`config.mk`:
```
export PLATFORM = sky130hd
export DESIGN_NAME = leaf_i3o1
export DESIGN_NICKNAME = d
export VERILOG_FILES = /design/src/design/bft_pkg.sv /design/src/design/leaf_pkg.sv /design/src/design/port_fifo.sv /design/src/design/leaf_input_router.sv /design/src/design/user_kernel.sv /design/src/design/leaf_output_packer.sv /design/src/design/leaf_i3o1.sv
export SDC_FILE = /design/constraint.sdc
export NUM_CORES = 2
export LEC_CHECK = 0
export ABC_CLOCK_PERIOD_IN_PS = 4570
export BUFFER_PORTS_ARGS = -buffer_cell sky130_fd_sc_hd__clkbuf_2
export CAP_MARGIN = 0
export CORE_ASPECT_RATIO = 0.6
export CORE_MARGIN = 5
export CORE_UTILIZATION = 28
export CTS_BUF_LIST = sky130_fd_sc_hd__clkbuf_16
export DETAILED_ROUTE_END_ITERATION = 6
export HOLD_SLACK_MARGIN = 0.12
export PLACE_DENSITY = 0.46
export SYNTH_ARGS = -nofsm -noshare
export SYNTH_HDL_FRONTEND = slang
export SYNTH_SLANG_ARGS = --single-unit
export TNS_END_PERCENT = 50
```
`constraint.sdc`:
```
create_clock -name clk -period 4.57 [get_ports clk]
set_clock_uncertainty 0.15 [all_clocks]
set_input_delay 1.371 -clock clk [delete_from_list [all_inputs] [get_ports clk]]
set_output_delay 1.371 -clock clk [all_outputs]
set_load 0.01 [all_outputs]
```
`src/design/bft_pkg.sv`:
```
package bft_pkg;

    // packet layout on the tree bus
    //   [48]    valid
    //   [47:43] leaf id
    //   [42:39] port
    //   [38:32] address, or opcode for control packets
    //   [31:0]  payload
    localparam int PACKET_BITS  = 49;
    localparam int PAYLOAD_BITS = 32;
    localparam int LEAF_BITS    = 5;
    localparam int PORT_BITS    = 4;
    localparam int ADDR_BITS    = 7;

    // destination register holds a leaf id above a port number
    localparam int DEST_BITS = LEAF_BITS + PORT_BITS;

    localparam int VALID_BIT   = 48;
    localparam int LEAF_MSB    = 47;
    localparam int LEAF_LSB    = 43;
    localparam int PORT_MSB    = 42;
    localparam int PORT_LSB    = 39;
    localparam int ADDR_MSB    = 38;
    localparam int ADDR_LSB    = 32;
    localparam int PAYLOAD_MSB = 31;
    localparam int PAYLOAD_LSB = 0;

    // packets to this port carry an opcode instead of data
    localparam logic [PORT_BITS-1:0] CONTROL_PORT = 4'd0;

    typedef enum logic [ADDR_BITS-1:0] {
        OP_CREDIT   = 7'd1,
        OP_SET_DEST = 7'd2
    } bft_opcode_t;

endpackage

```
`src/design/leaf_pkg.sv`:
```
package leaf_pkg;

    localparam int NUM_IN_PORTS  = 3;
    localparam int NUM_OUT_PORTS = 1;

    localparam int FIFO_DEPTH     = 16;
    localparam int FIFO_ADDR_BITS = 4;

    // width of the downstream credit counter and of the consumed-word counters
    localparam int CREDIT_BITS = 8;

    // one credit packet goes back to the host per chunk of consumed words
    localparam logic [CREDIT_BITS-1:0] CREDIT_CHUNK = 8'd8;

    localparam logic [bft_pkg::LEAF_BITS-1:0] OWN_LEAF  = 5'd5;
    localparam logic [bft_pkg::LEAF_BITS-1:0] HOST_LEAF = 5'd0;

    typedef enum logic [0:0] {
        S_COLLECT = 1'b0,
        S_OFFER   = 1'b1
    } kernel_state_t;

endpackage

```
`src/design/port_fifo.sv`:
```
`timescale 1ns/1ps

module port_fifo (
    input  logic        clk,
    input  logic        reset,
    input  logic        wr_en,
    input  logic [31:0] wr_data,
    output logic        vld,
    output logic [31:0] data,
    input  logic        ack
);

    // pointers carry one extra wrap bit so that full and empty differ
    logic [leaf_pkg::FIFO_ADDR_BITS:0]   wr_ptr;
    logic [leaf_pkg::FIFO_ADDR_BITS:0]   rd_ptr;
    logic [31:0]                         mem [leaf_pkg::FIFO_DEPTH];
    logic                                empty;
    logic                                full;
    logic                                do_write;
    logic                                do_read;

    assign empty = (wr_ptr == rd_ptr);
    assign full  = (wr_ptr[leaf_pkg::FIFO_ADDR_BITS] != rd_ptr[leaf_pkg::FIFO_ADDR_BITS]) &&
                   (wr_ptr[leaf_pkg::FIFO_ADDR_BITS-1:0] == rd_ptr[leaf_pkg::FIFO_ADDR_BITS-1:0]);

    assign do_write = wr_en && !full;
    assign do_read  = ack && !empty;

    always_ff @(posedge clk) begin
        if (do_write) begin
            mem[wr_ptr[leaf_pkg::FIFO_ADDR_BITS-1:0]] <= wr_data;
        end
    end

    always_ff @(posedge clk) begin
        if (reset) begin
            wr_ptr <= '0;
            rd_ptr <= '0;
        end else begin
            if (do_write) wr_ptr <= wr_ptr + 1'b1;
            if (do_read)  rd_ptr <= rd_ptr + 1'b1;
        end
    end

    // head of the queue is shown as soon as it is written
    assign vld  = !empty;
    assign data = mem[rd_ptr[leaf_pkg::FIFO_ADDR_BITS-1:0]];

endmodule

```
`src/design/leaf_input_router.sv`:
```
`timescale 1ns/1ps

module leaf_input_router (
    input  logic                                clk,
    input  logic                                reset,
    input  logic [bft_pkg::PACKET_BITS-1:0]     din_leaf_bft2interface,
    output logic [leaf_pkg::NUM_IN_PORTS-1:0]   fifo_wr_en,
    output logic [bft_pkg::PAYLOAD_BITS-1:0]    fifo_wr_data_1,
    output logic [bft_pkg::PAYLOAD_BITS-1:0]    fifo_wr_data_2,
    output logic [bft_pkg::PAYLOAD_BITS-1:0]    fifo_wr_data_3,
    output logic [leaf_pkg::CREDIT_BITS-1:0]    credit_add,
    output logic                                credit_add_en,
    output logic [bft_pkg::DEST_BITS-1:0]       dest_addr,
    output logic                                dest_set_en
);

    logic                               pkt_valid;
    logic [bft_pkg::LEAF_BITS-1:0]      pkt_leaf;
    logic [bft_pkg::PORT_BITS-1:0]      pkt_port;
    bft_pkg::bft_opcode_t               pkt_op;
    logic [bft_pkg::PAYLOAD_BITS-1:0]   pkt_payload;
    logic                               accept;
    logic [bft_pkg::PAYLOAD_BITS-1:0]   payload_q;

    assign pkt_valid   = din_leaf_bft2interface[bft_pkg::VALID_BIT];
    assign pkt_leaf    = din_leaf_bft2interface[bft_pkg::LEAF_MSB:bft_pkg::LEAF_LSB];
    assign pkt_port    = din_leaf_bft2interface[bft_pkg::PORT_MSB:bft_pkg::PORT_LSB];
    assign pkt_op      = bft_pkg::bft_opcode_t'(
                             din_leaf_bft2interface[bft_pkg::ADDR_MSB:bft_pkg::ADDR_LSB]);
    assign pkt_payload = din_leaf_bft2interface[bft_pkg::PAYLOAD_MSB:bft_pkg::PAYLOAD_LSB];

    // anything not addressed to this leaf is ignored
    assign accept = pkt_valid && (pkt_leaf == leaf_pkg::OWN_LEAF);

    always_ff @(posedge clk) begin
        if (reset) begin
            fifo_wr_en    <= '0;
            credit_add_en <= 1'b0;
            dest_set_en   <= 1'b0;
        end else begin
            fifo_wr_en    <= '0;
            credit_add_en <= 1'b0;
            dest_set_en   <= 1'b0;
            if (accept) begin
                if (pkt_port == bft_pkg::CONTROL_PORT) begin
                    case (pkt_op)
                        bft_pkg::OP_CREDIT:   credit_add_en <= 1'b1;
                        bft_pkg::OP_SET_DEST: dest_set_en   <= 1'b1;
                        default: ;
                    endcase
                end else begin
                    // ports above the input count are dropped here
                    case (pkt_port)
                        4'd1:    fifo_wr_en <= 3'b001;
                        4'd2:    fifo_wr_en <= 3'b010;
                        4'd3:    fifo_wr_en <= 3'b100;
                        default: fifo_wr_en <= 3'b000;
                    endcase
                end
            end
        end
    end

    always_ff @(posedge clk) begin
        if (accept) begin
            payload_q <= pkt_payload;
        end
    end

    assign fifo_wr_data_1 = payload_q;
    assign fifo_wr_data_2 = payload_q;
    assign fifo_wr_data_3 = payload_q;
    assign credit_add     = payload_q[leaf_pkg::CREDIT_BITS-1:0];
    assign dest_addr      = payload_q[bft_pkg::DEST_BITS-1:0];

endmodule

```
`src/design/user_kernel.sv`:
```
`timescale 1ns/1ps

module user_kernel (
    input  logic        clk_user,
    input  logic        reset,
    input  logic [31:0] dout_leaf_interface2user_1,
    input  logic [31:0] dout_leaf_interface2user_2,
    input  logic [31:0] dout_leaf_interface2user_3,
    input  logic        vld_interface2user_1,
    input  logic        vld_interface2user_2,
    input  logic        vld_interface2user_3,
    output logic        ack_user2interface_1,
    output logic        ack_user2interface_2,
    output logic        ack_user2interface_3,
    output logic [31:0] din_leaf_user2interface_1,
    output logic        vld_user2interface_1,
    input  logic        ack_interface2user_1
);

    leaf_pkg::kernel_state_t state;
    logic                    running;
    logic                    take;
    logic [31:0]             sum_q;

    // the three words are joined only once every stream has one ready
    assign take = running && (state == leaf_pkg::S_COLLECT) &&
                  vld_interface2user_1 && vld_interface2user_2 && vld_interface2user_3;

    always_ff @(posedge clk_user) begin
        if (reset) begin
            state   <= leaf_pkg::S_COLLECT;
            running <= 1'b0;
        end else begin
            running <= 1'b1;
            case (state)
                leaf_pkg::S_COLLECT: if (take) state <= leaf_pkg::S_OFFER;
                leaf_pkg::S_OFFER:   if (ack_interface2user_1) state <= leaf_pkg::S_COLLECT;
                default:             state <= leaf_pkg::S_COLLECT;
            endcase
        end
    end

    // sum wraps at 32 bits
    always_ff @(posedge clk_user) begin
        if (take) begin
            sum_q <= dout_leaf_interface2user_1 + dout_leaf_interface2user_2 +
                     dout_leaf_interface2user_3;
        end
    end

    assign ack_user2interface_1      = take;
    assign ack_user2interface_2      = take;
    assign ack_user2interface_3      = take;
    assign din_leaf_user2interface_1 = sum_q;
    assign vld_user2interface_1      = (state == leaf_pkg::S_OFFER);

endmodule

```
`src/design/leaf_output_packer.sv`:
```
`timescale 1ns/1ps

module leaf_output_packer (
    input  logic                                clk,
    input  logic                                reset,
    input  logic [bft_pkg::PAYLOAD_BITS-1:0]    din_leaf_user2interface_1,
    input  logic                                vld_user2interface_1,
    output logic                                ack_interface2user_1,
    input  logic [leaf_pkg::NUM_IN_PORTS-1:0]   ack_user2interface,
    input  logic [leaf_pkg::CREDIT_BITS-1:0]    credit_add,
    input  logic                                credit_add_en,
    input  logic [bft_pkg::DEST_BITS-1:0]       dest_addr,
    input  logic                                dest_set_en,
    output logic [bft_pkg::PACKET_BITS-1:0]     dout_leaf_interface2bft
);

    logic [leaf_pkg::CREDIT_BITS-1:0]   credit_cnt;
    logic [leaf_pkg::CREDIT_BITS-1:0]   credit_inc;
    logic [leaf_pkg::CREDIT_BITS-1:0]   credit_dec;
    logic [bft_pkg::DEST_BITS-1:0]      dest_q;
    logic [leaf_pkg::CREDIT_BITS-1:0]   used_cnt [leaf_pkg::NUM_IN_PORTS];
    logic [leaf_pkg::NUM_IN_PORTS-1:0]  ret_pend;
    logic [1:0]                         ret_sel;
    logic                               send_data;
    logic [bft_pkg::PACKET_BITS-1:0]    pkt_q;

    // credit returns win over data so the host never starves
    assign send_data            = vld_user2interface_1 && (credit_cnt != '0) && (ret_pend == '0);
    assign ack_interface2user_1 = send_data;

    assign credit_inc = credit_add_en ? credit_add : '0;
    assign credit_dec = {{(leaf_pkg::CREDIT_BITS-1){1'b0}}, send_data};

    // lowest pending port goes first
    always_comb begin
        ret_sel = 2'd0;
        for (int i = leaf_pkg::NUM_IN_PORTS - 1; i >= 0; i--) begin
            if (ret_pend[i]) ret_sel = 2'(i);
        end
    end

    always_ff @(posedge clk) begin
        if (reset) begin
            credit_cnt <= '0;
            dest_q     <= '0;
            ret_pend   <= '0;
            pkt_q      <= '0;
            for (int i = 0; i < leaf_pkg::NUM_IN_PORTS; i++) used_cnt[i] <= '0;
        end else begin
            credit_cnt <= credit_cnt + credit_inc - credit_dec;
            if (dest_set_en) dest_q <= dest_addr;

            pkt_q <= '0;
            if (ret_pend != '0) begin
                ret_pend[ret_sel]                                    <= 1'b0;
                pkt_q[bft_pkg::VALID_BIT]                            <= 1'b1;
                pkt_q[bft_pkg::LEAF_MSB:bft_pkg::LEAF_LSB]           <= leaf_pkg::HOST_LEAF;
                pkt_q[bft_pkg::PORT_MSB:bft_pkg::PORT_LSB]           <= {2'b00, ret_sel} + 4'd1;
                pkt_q[bft_pkg::ADDR_MSB:bft_pkg::ADDR_LSB]           <= bft_pkg::OP_CREDIT;
                pkt_q[bft_pkg::PAYLOAD_MSB:bft_pkg::PAYLOAD_LSB]     <=
                    {{(bft_pkg::PAYLOAD_BITS-leaf_pkg::CREDIT_BITS){1'b0}}, leaf_pkg::CREDIT_CHUNK};
            end else if (send_data) begin
                pkt_q[bft_pkg::VALID_BIT]                            <= 1'b1;
                pkt_q[bft_pkg::LEAF_MSB:bft_pkg::LEAF_LSB]           <=
                    dest_q[bft_pkg::DEST_BITS-1:bft_pkg::PORT_BITS];
                pkt_q[bft_pkg::PORT_MSB:bft_pkg::PORT_LSB]           <=
                    dest_q[bft_pkg::PORT_BITS-1:0];
                pkt_q[bft_pkg::PAYLOAD_MSB:bft_pkg::PAYLOAD_LSB]     <= din_leaf_user2interface_1;
            end

            // a chunk of consumed words turns into one credit packet for that port
            for (int i = 0; i < leaf_pkg::NUM_IN_PORTS; i++) begin
                if (ack_user2interface[i]) begin
                    if (used_cnt[i] == leaf_pkg::CREDIT_CHUNK - 1'b1) begin
                        used_cnt[i] <= '0;
                        ret_pend[i] <= 1'b1;
                    end else begin
                        used_cnt[i] <= used_cnt[i] + 1'b1;
                    end
                end
            end
        end
    end

    assign dout_leaf_interface2bft = pkt_q;

endmodule

```
`src/design/leaf_i3o1.sv`:
```
`timescale 1ns/1ps

module leaf_i3o1 (
    input  logic                            clk,
    input  logic                            reset,
    input  logic [bft_pkg::PACKET_BITS-1:0] din_leaf_bft2interface,
    output logic [bft_pkg::PACKET_BITS-1:0] dout_leaf_interface2bft,
    input  logic                            resend,
    input  logic                            ap_start
);

    logic [leaf_pkg::NUM_IN_PORTS-1:0]  fifo_wr_en;
    logic [31:0]                        fifo_wr_data_1, fifo_wr_data_2, fifo_wr_data_3;
    logic [31:0]                        dout_leaf_interface2user_1;
    logic [31:0]                        dout_leaf_interface2user_2;
    logic [31:0]                        dout_leaf_interface2user_3;
    logic                               vld_interface2user_1, vld_interface2user_2;
    logic                               vld_interface2user_3;
    logic                               ack_user2interface_1, ack_user2interface_2;
    logic                               ack_user2interface_3;
    logic [31:0]                        din_leaf_user2interface_1;
    logic                               vld_user2interface_1;
    logic                               ack_interface2user_1;
    logic [leaf_pkg::CREDIT_BITS-1:0]   credit_add;
    logic                               credit_add_en;
    logic [bft_pkg::DEST_BITS-1:0]      dest_addr;
    logic                               dest_set_en;
    logic                               reset_ap_start_user;
    logic [bft_pkg::PACKET_BITS-1:0]    dout_leaf_interface2bft_tmp;

    // kernel stays in reset until the host starts it
    always_ff @(posedge clk) begin
        if (reset) reset_ap_start_user <= 1'b1;
        else if (ap_start) reset_ap_start_user <= 1'b0;
    end

    assign dout_leaf_interface2bft = resend ? '0 : dout_leaf_interface2bft_tmp;

    leaf_input_router router_inst (
        .clk(clk), .reset(reset), .din_leaf_bft2interface(din_leaf_bft2interface),
        .fifo_wr_en(fifo_wr_en), .fifo_wr_data_1(fifo_wr_data_1),
        .fifo_wr_data_2(fifo_wr_data_2), .fifo_wr_data_3(fifo_wr_data_3),
        .credit_add(credit_add), .credit_add_en(credit_add_en),
        .dest_addr(dest_addr), .dest_set_en(dest_set_en)
    );

    port_fifo fifo_1_inst (
        .clk(clk), .reset(reset), .wr_en(fifo_wr_en[0]), .wr_data(fifo_wr_data_1),
        .vld(vld_interface2user_1), .data(dout_leaf_interface2user_1),
        .ack(ack_user2interface_1)
    );

    port_fifo fifo_2_inst (
        .clk(clk), .reset(reset), .wr_en(fifo_wr_en[1]), .wr_data(fifo_wr_data_2),
        .vld(vld_interface2user_2), .data(dout_leaf_interface2user_2),
        .ack(ack_user2interface_2)
    );

    port_fifo fifo_3_inst (
        .clk(clk), .reset(reset), .wr_en(fifo_wr_en[2]), .wr_data(fifo_wr_data_3),
        .vld(vld_interface2user_3), .data(dout_leaf_interface2user_3),
        .ack(ack_user2interface_3)
    );

    user_kernel user_kernel_inst (
        .clk_user(clk), .reset(reset_ap_start_user),
        .dout_leaf_interface2user_1(dout_leaf_interface2user_1),
        .dout_leaf_interface2user_2(dout_leaf_interface2user_2),
        .dout_leaf_interface2user_3(dout_leaf_interface2user_3),
        .vld_interface2user_1(vld_interface2user_1),
        .vld_interface2user_2(vld_interface2user_2),
        .vld_interface2user_3(vld_interface2user_3),
        .ack_user2interface_1(ack_user2interface_1),
        .ack_user2interface_2(ack_user2interface_2),
        .ack_user2interface_3(ack_user2interface_3),
        .din_leaf_user2interface_1(din_leaf_user2interface_1),
        .vld_user2interface_1(vld_user2interface_1),
        .ack_interface2user_1(ack_interface2user_1)
    );

    leaf_output_packer packer_inst (
        .clk(clk), .reset(reset),
        .din_leaf_user2interface_1(din_leaf_user2interface_1),
        .vld_user2interface_1(vld_user2interface_1),
        .ack_interface2user_1(ack_interface2user_1),
        .ack_user2interface({ack_user2interface_3, ack_user2interface_2, ack_user2interface_1}),
        .credit_add(credit_add), .credit_add_en(credit_add_en),
        .dest_addr(dest_addr), .dest_set_en(dest_set_en),
        .dout_leaf_interface2bft(dout_leaf_interface2bft_tmp)
    );

endmodule

```
==> impl_metrics.env <==
export IMPL_violations="setup timing"
export IMPL_drt_wl_total_um=186000
export IMPL_synth_edff_count=1624
export IMPL_syn_cell_area_um2=67890
export IMPL_hold_violations=0
export IMPL_rows=140
export IMPL_gp_congestion=0.8231
export IMPL_stdcell_area_um2=82390
export IMPL_worstSkewPairLatency_ps=800
export IMPL_worst_setup_path_type="flip-flop to flip-flop"
export IMPL_cts_buffers=169
export IMPL_overflow=0
export IMPL_crit_arrival_ps=4980
export IMPL_power_density_nw_per_um2=374.9
export IMPL_drv_slew=0
export IMPL_cts_sinks=1737
export IMPL_worst_slack_ps=-12.85
export IMPL_r2r_slack_ps=-10
export IMPL_tns_ps=-14.22
export IMPL_io_pins=102
export IMPL_synth_area_leaders="edfxtp_1 72%, mux4_2 16%, dfxtp_1 3.3%"
export IMPL_drt_iter0_drc=3586
export IMPL_synth_cells=3146
export IMPL_worstPathCellList="buf_12 -> buf_4 -> mux4_2 -> mux4_2 -> fa_1 -> ha_1 -> a21o_1 -> nand4_1 -> a21oi_2 -> nor3b_1 -> buf_4 -> o41ai_4 -> buf_4 -> a21oi_2 -> xnor2_1"
export IMPL_period_share=1.003
export IMPL_regArea_um2=51070
export IMPL_htree_levels=4
export IMPL_wl_per_cell_um=26.29
export IMPL_slew_headroom=0.3513
export IMPL_rsz0062_at_grt="true"
export IMPL_crit_path_frequent_cell="buf_4"
export IMPL_status="complete, but fails checks"
export IMPL_path_max_fanout=12
export IMPL_critical_path_max_stage_delay_ps=510
export IMPL_initial_core_util=0.2806
export IMPL_power_leakage_uw=0.02605
export IMPL_finalPower_uw=30880
export IMPL_place_area_um2=76140
export IMPL_worstHoldEndpoint="user_kernel_inst.running"
export IMPL_antenna_found_initial=4
export IMPL_synth_top_area_frac=0.7184
export IMPL_die_w_um=645.7
export IMPL_worst_r2r_path_depth=15
export IMPL_synth_most_common_cell="edfxtp_1"
export IMPL_min_delay_path_depth=1
export IMPL_nFillCells=22613
export IMPL_syn_mean_instance_area_um2=21.58
export IMPL_ys_warn_count=0
export IMPL_yosysTopAreaCell="edfxtp_1"
export IMPL_multi_input_area_um2=16780
export IMPL_slowest_stage="mux4_2"
export IMPL_path_clk_slew_ps=70
export IMPL_r2r_end="user_kernel_inst.din_leaf_user2interface_1[30]"
export IMPL_setup_viol=2
export IMPL_die_height_um=391.4
export IMPL_die_area_um2=252700
export IMPL_synth_async_reset_ratio=0
export IMPL_start_kind="flip-flop"
export IMPL_cp_required_ps=4970
export IMPL_synth_common_cells="1624 x edfxtp_1, 479 x mux4_2, 128 x nor2_1"
export IMPL_viasPerCell=4.698
export IMPL_layout_drive_gt1_share=0.3578
export IMPL_ys_ff_latch=1737
export IMPL_min_period_ps=4583
export IMPL_drc=0
export IMPL_hp_start="reset_ap_start_user"
export IMPL_grt_pass1_vias=33123
export IMPL_num_vias=33222
export IMPL_nNetsFinal=3830
export IMPL_port_buffer_count=95
export IMPL_cts_buffer_depth=4
export IMPL_grt_pass1_wl_um=261200
export IMPL_yosys_cell_types_count=58
export IMPL_grtUsageTotal=0.1445
export IMPL_dr_pass1_iters=5
export IMPL_cts_tree="yes"
export IMPL_ant_nets=0
export IMPL_syn_to_final_growth_pct=21.37
export IMPL_cap_violations=0
export IMPL_fin_cells=7072
export IMPL_cts_root_buf="clkbuf_16"
export IMPL_ir_drop_mv=0.2454
export IMPL_hold_path_class="flip-flop to flip-flop"
export IMPL_dp_cells=6720
export IMPL_worst_slew_pin_slew_ps=973.1
export IMPL_setup_worst_path_end_class="flip-flop"
export IMPL_fmax_mhz=218.2
export IMPL_ys_seq_area_frac=0.7517
export IMPL_core_um2=241900
export IMPL_grt_max_degree=51
export IMPL_dp_hpwl_um=112400
export IMPL_synth_ff_type="edfxtp_1"
-- per-layer routing --
| metal | wire length (um) | vias up | GRT usage |
|---|---|---|---|
| met5 | 0 | - | 0 |
| met4 | 2366 | 0 | 0.02155 |
| met3 | 12510 | 199 | 0.03165 |
| met2 | 75790 | 1042 | 0.1956 |
| met1 | 95280 | 18021 | 0.2368 |
| li1 | - | 13960 | - |
-- worst max-delay path by stage --
| stage | depth (start not counted) | end | start | slack [ps] |
|---|---|---|---|---|
| global route | 16 | user_kernel_inst.din_leaf_user2interface_1[26] | flip-flop | -150 |
| global placement | 16 | user_kernel_inst.din_leaf_user2interface_1[25] | flip-flop | -330 |
| floorplan | 15 | user_kernel_inst.din_leaf_user2interface_1[19] | flip-flop | 9 |
| detailed placement | 16 | user_kernel_inst.din_leaf_user2interface_1[25] | flip-flop | -310 |
| finish | 15 | user_kernel_inst.din_leaf_user2interface_1[30] | flip-flop | -10 |
| CTS | 16 | user_kernel_inst.din_leaf_user2interface_1[30] | flip-flop | -20 |
-- repair_timing --
action                     CTS  global route
buffers inserted            18            32
hold buffers                 0             0
setup endpoints to repair   17            16
resized for setup           47            64
cloned                       3             1
pin swaps                   16            16
hold endpoints to repair     0             0
-- critical path, delay by kind of cell (launching register included) --
| family | cells | cell delay [ps] |
|---|---|---|
| fa+ha+maj | 2 | 790 |
| mux | 2 | 990 |
| flops | 1 | 420 |
| simple gates | 2 | 300 |
| buf+inv | 4 | 680 |
| xor+xnor | 1 | 110 |
| compound gates | 4 | 910 |
-- kinds of logic after synthesis --
logic type	Yosys count	synth area share
DFF	1737	0.7517
muxes	492	0.1608
other	1	0.00005524
buffers and inverters	216	0.01320
AOI/OAI and AO/OA	119	0.01124
and+or+nand+nor	387	0.02873
xor gates and xnor gates	95	0.01237
adders and majority gates	99	0.02190
-- metrics by stage --
step,utilization,setup slack [ps],hold WS [ps]
finish,0.3406,-12.85,269.2
global route,0.3406,-146.1,286.5
CTS,0.3382,-23.19,268.5
detailed placement,0.3148,-309.2,243.5
global placement,0.3148,-332.8,240.5
floorplan,-,9.421,221.7
-- placed cells by master (no fill, tap or decap), drive strengths merged, types with 16 or more instances in the layout --
| cell type | n |
|---|---|
| dfxtp | 113 |
| clkinv | 65 |
| fa | 33 |
| edfxtp | 1624 |
| mux4 | 479 |
| o21ai | 17 |
| inv | 100 |
| clkinvlp | 16 |
| xnor2 | 37 |
| and2 | 40 |
| buf | 408 |
| nor2b | 57 |
| nand2 | 55 |
| clkbuf | 266 |
| ha | 66 |
| a21o | 19 |
| nor2 | 128 |
| nand3 | 19 |
| nor3 | 21 |
| xor2 | 58 |
| a21oi | 43 |
-- sequential cells by signal, summed over array words and instances, names as in the netlist, 8 cells and up, named ones only --
name	count
packer_inst.credit_cnt	8
packer_inst.dout_leaf_interface2bft	43
fifo_1_inst.mem	512
fifo_3_inst.mem	512
fifo_2_inst.mem	512
packer_inst.dest_q	9
user_kernel_inst.din_leaf_user2interface_1	32
router_inst.fifo_wr_data_1	32
packer_inst.used_cnt	24
-- area by class of cell --
cell class,count,area share
clock inverters,127,0.01151
inverters,66,0.003007
multi-input cells,1198,0.2037
flip-flops and latches,1737,0.6198
repair buffers,506,0.06067
clock buffers,170,0.05163
well taps,3266,0.04960
diodes,2,0.00006074
-- power by group --
part	switching, uW	total [uW]	internal (uW)
Sequential	10.7	17200	17200
Combinational	88.1	122	34.3
Clock	6120	13600	7460
Power figures use the tool's default switching activity.
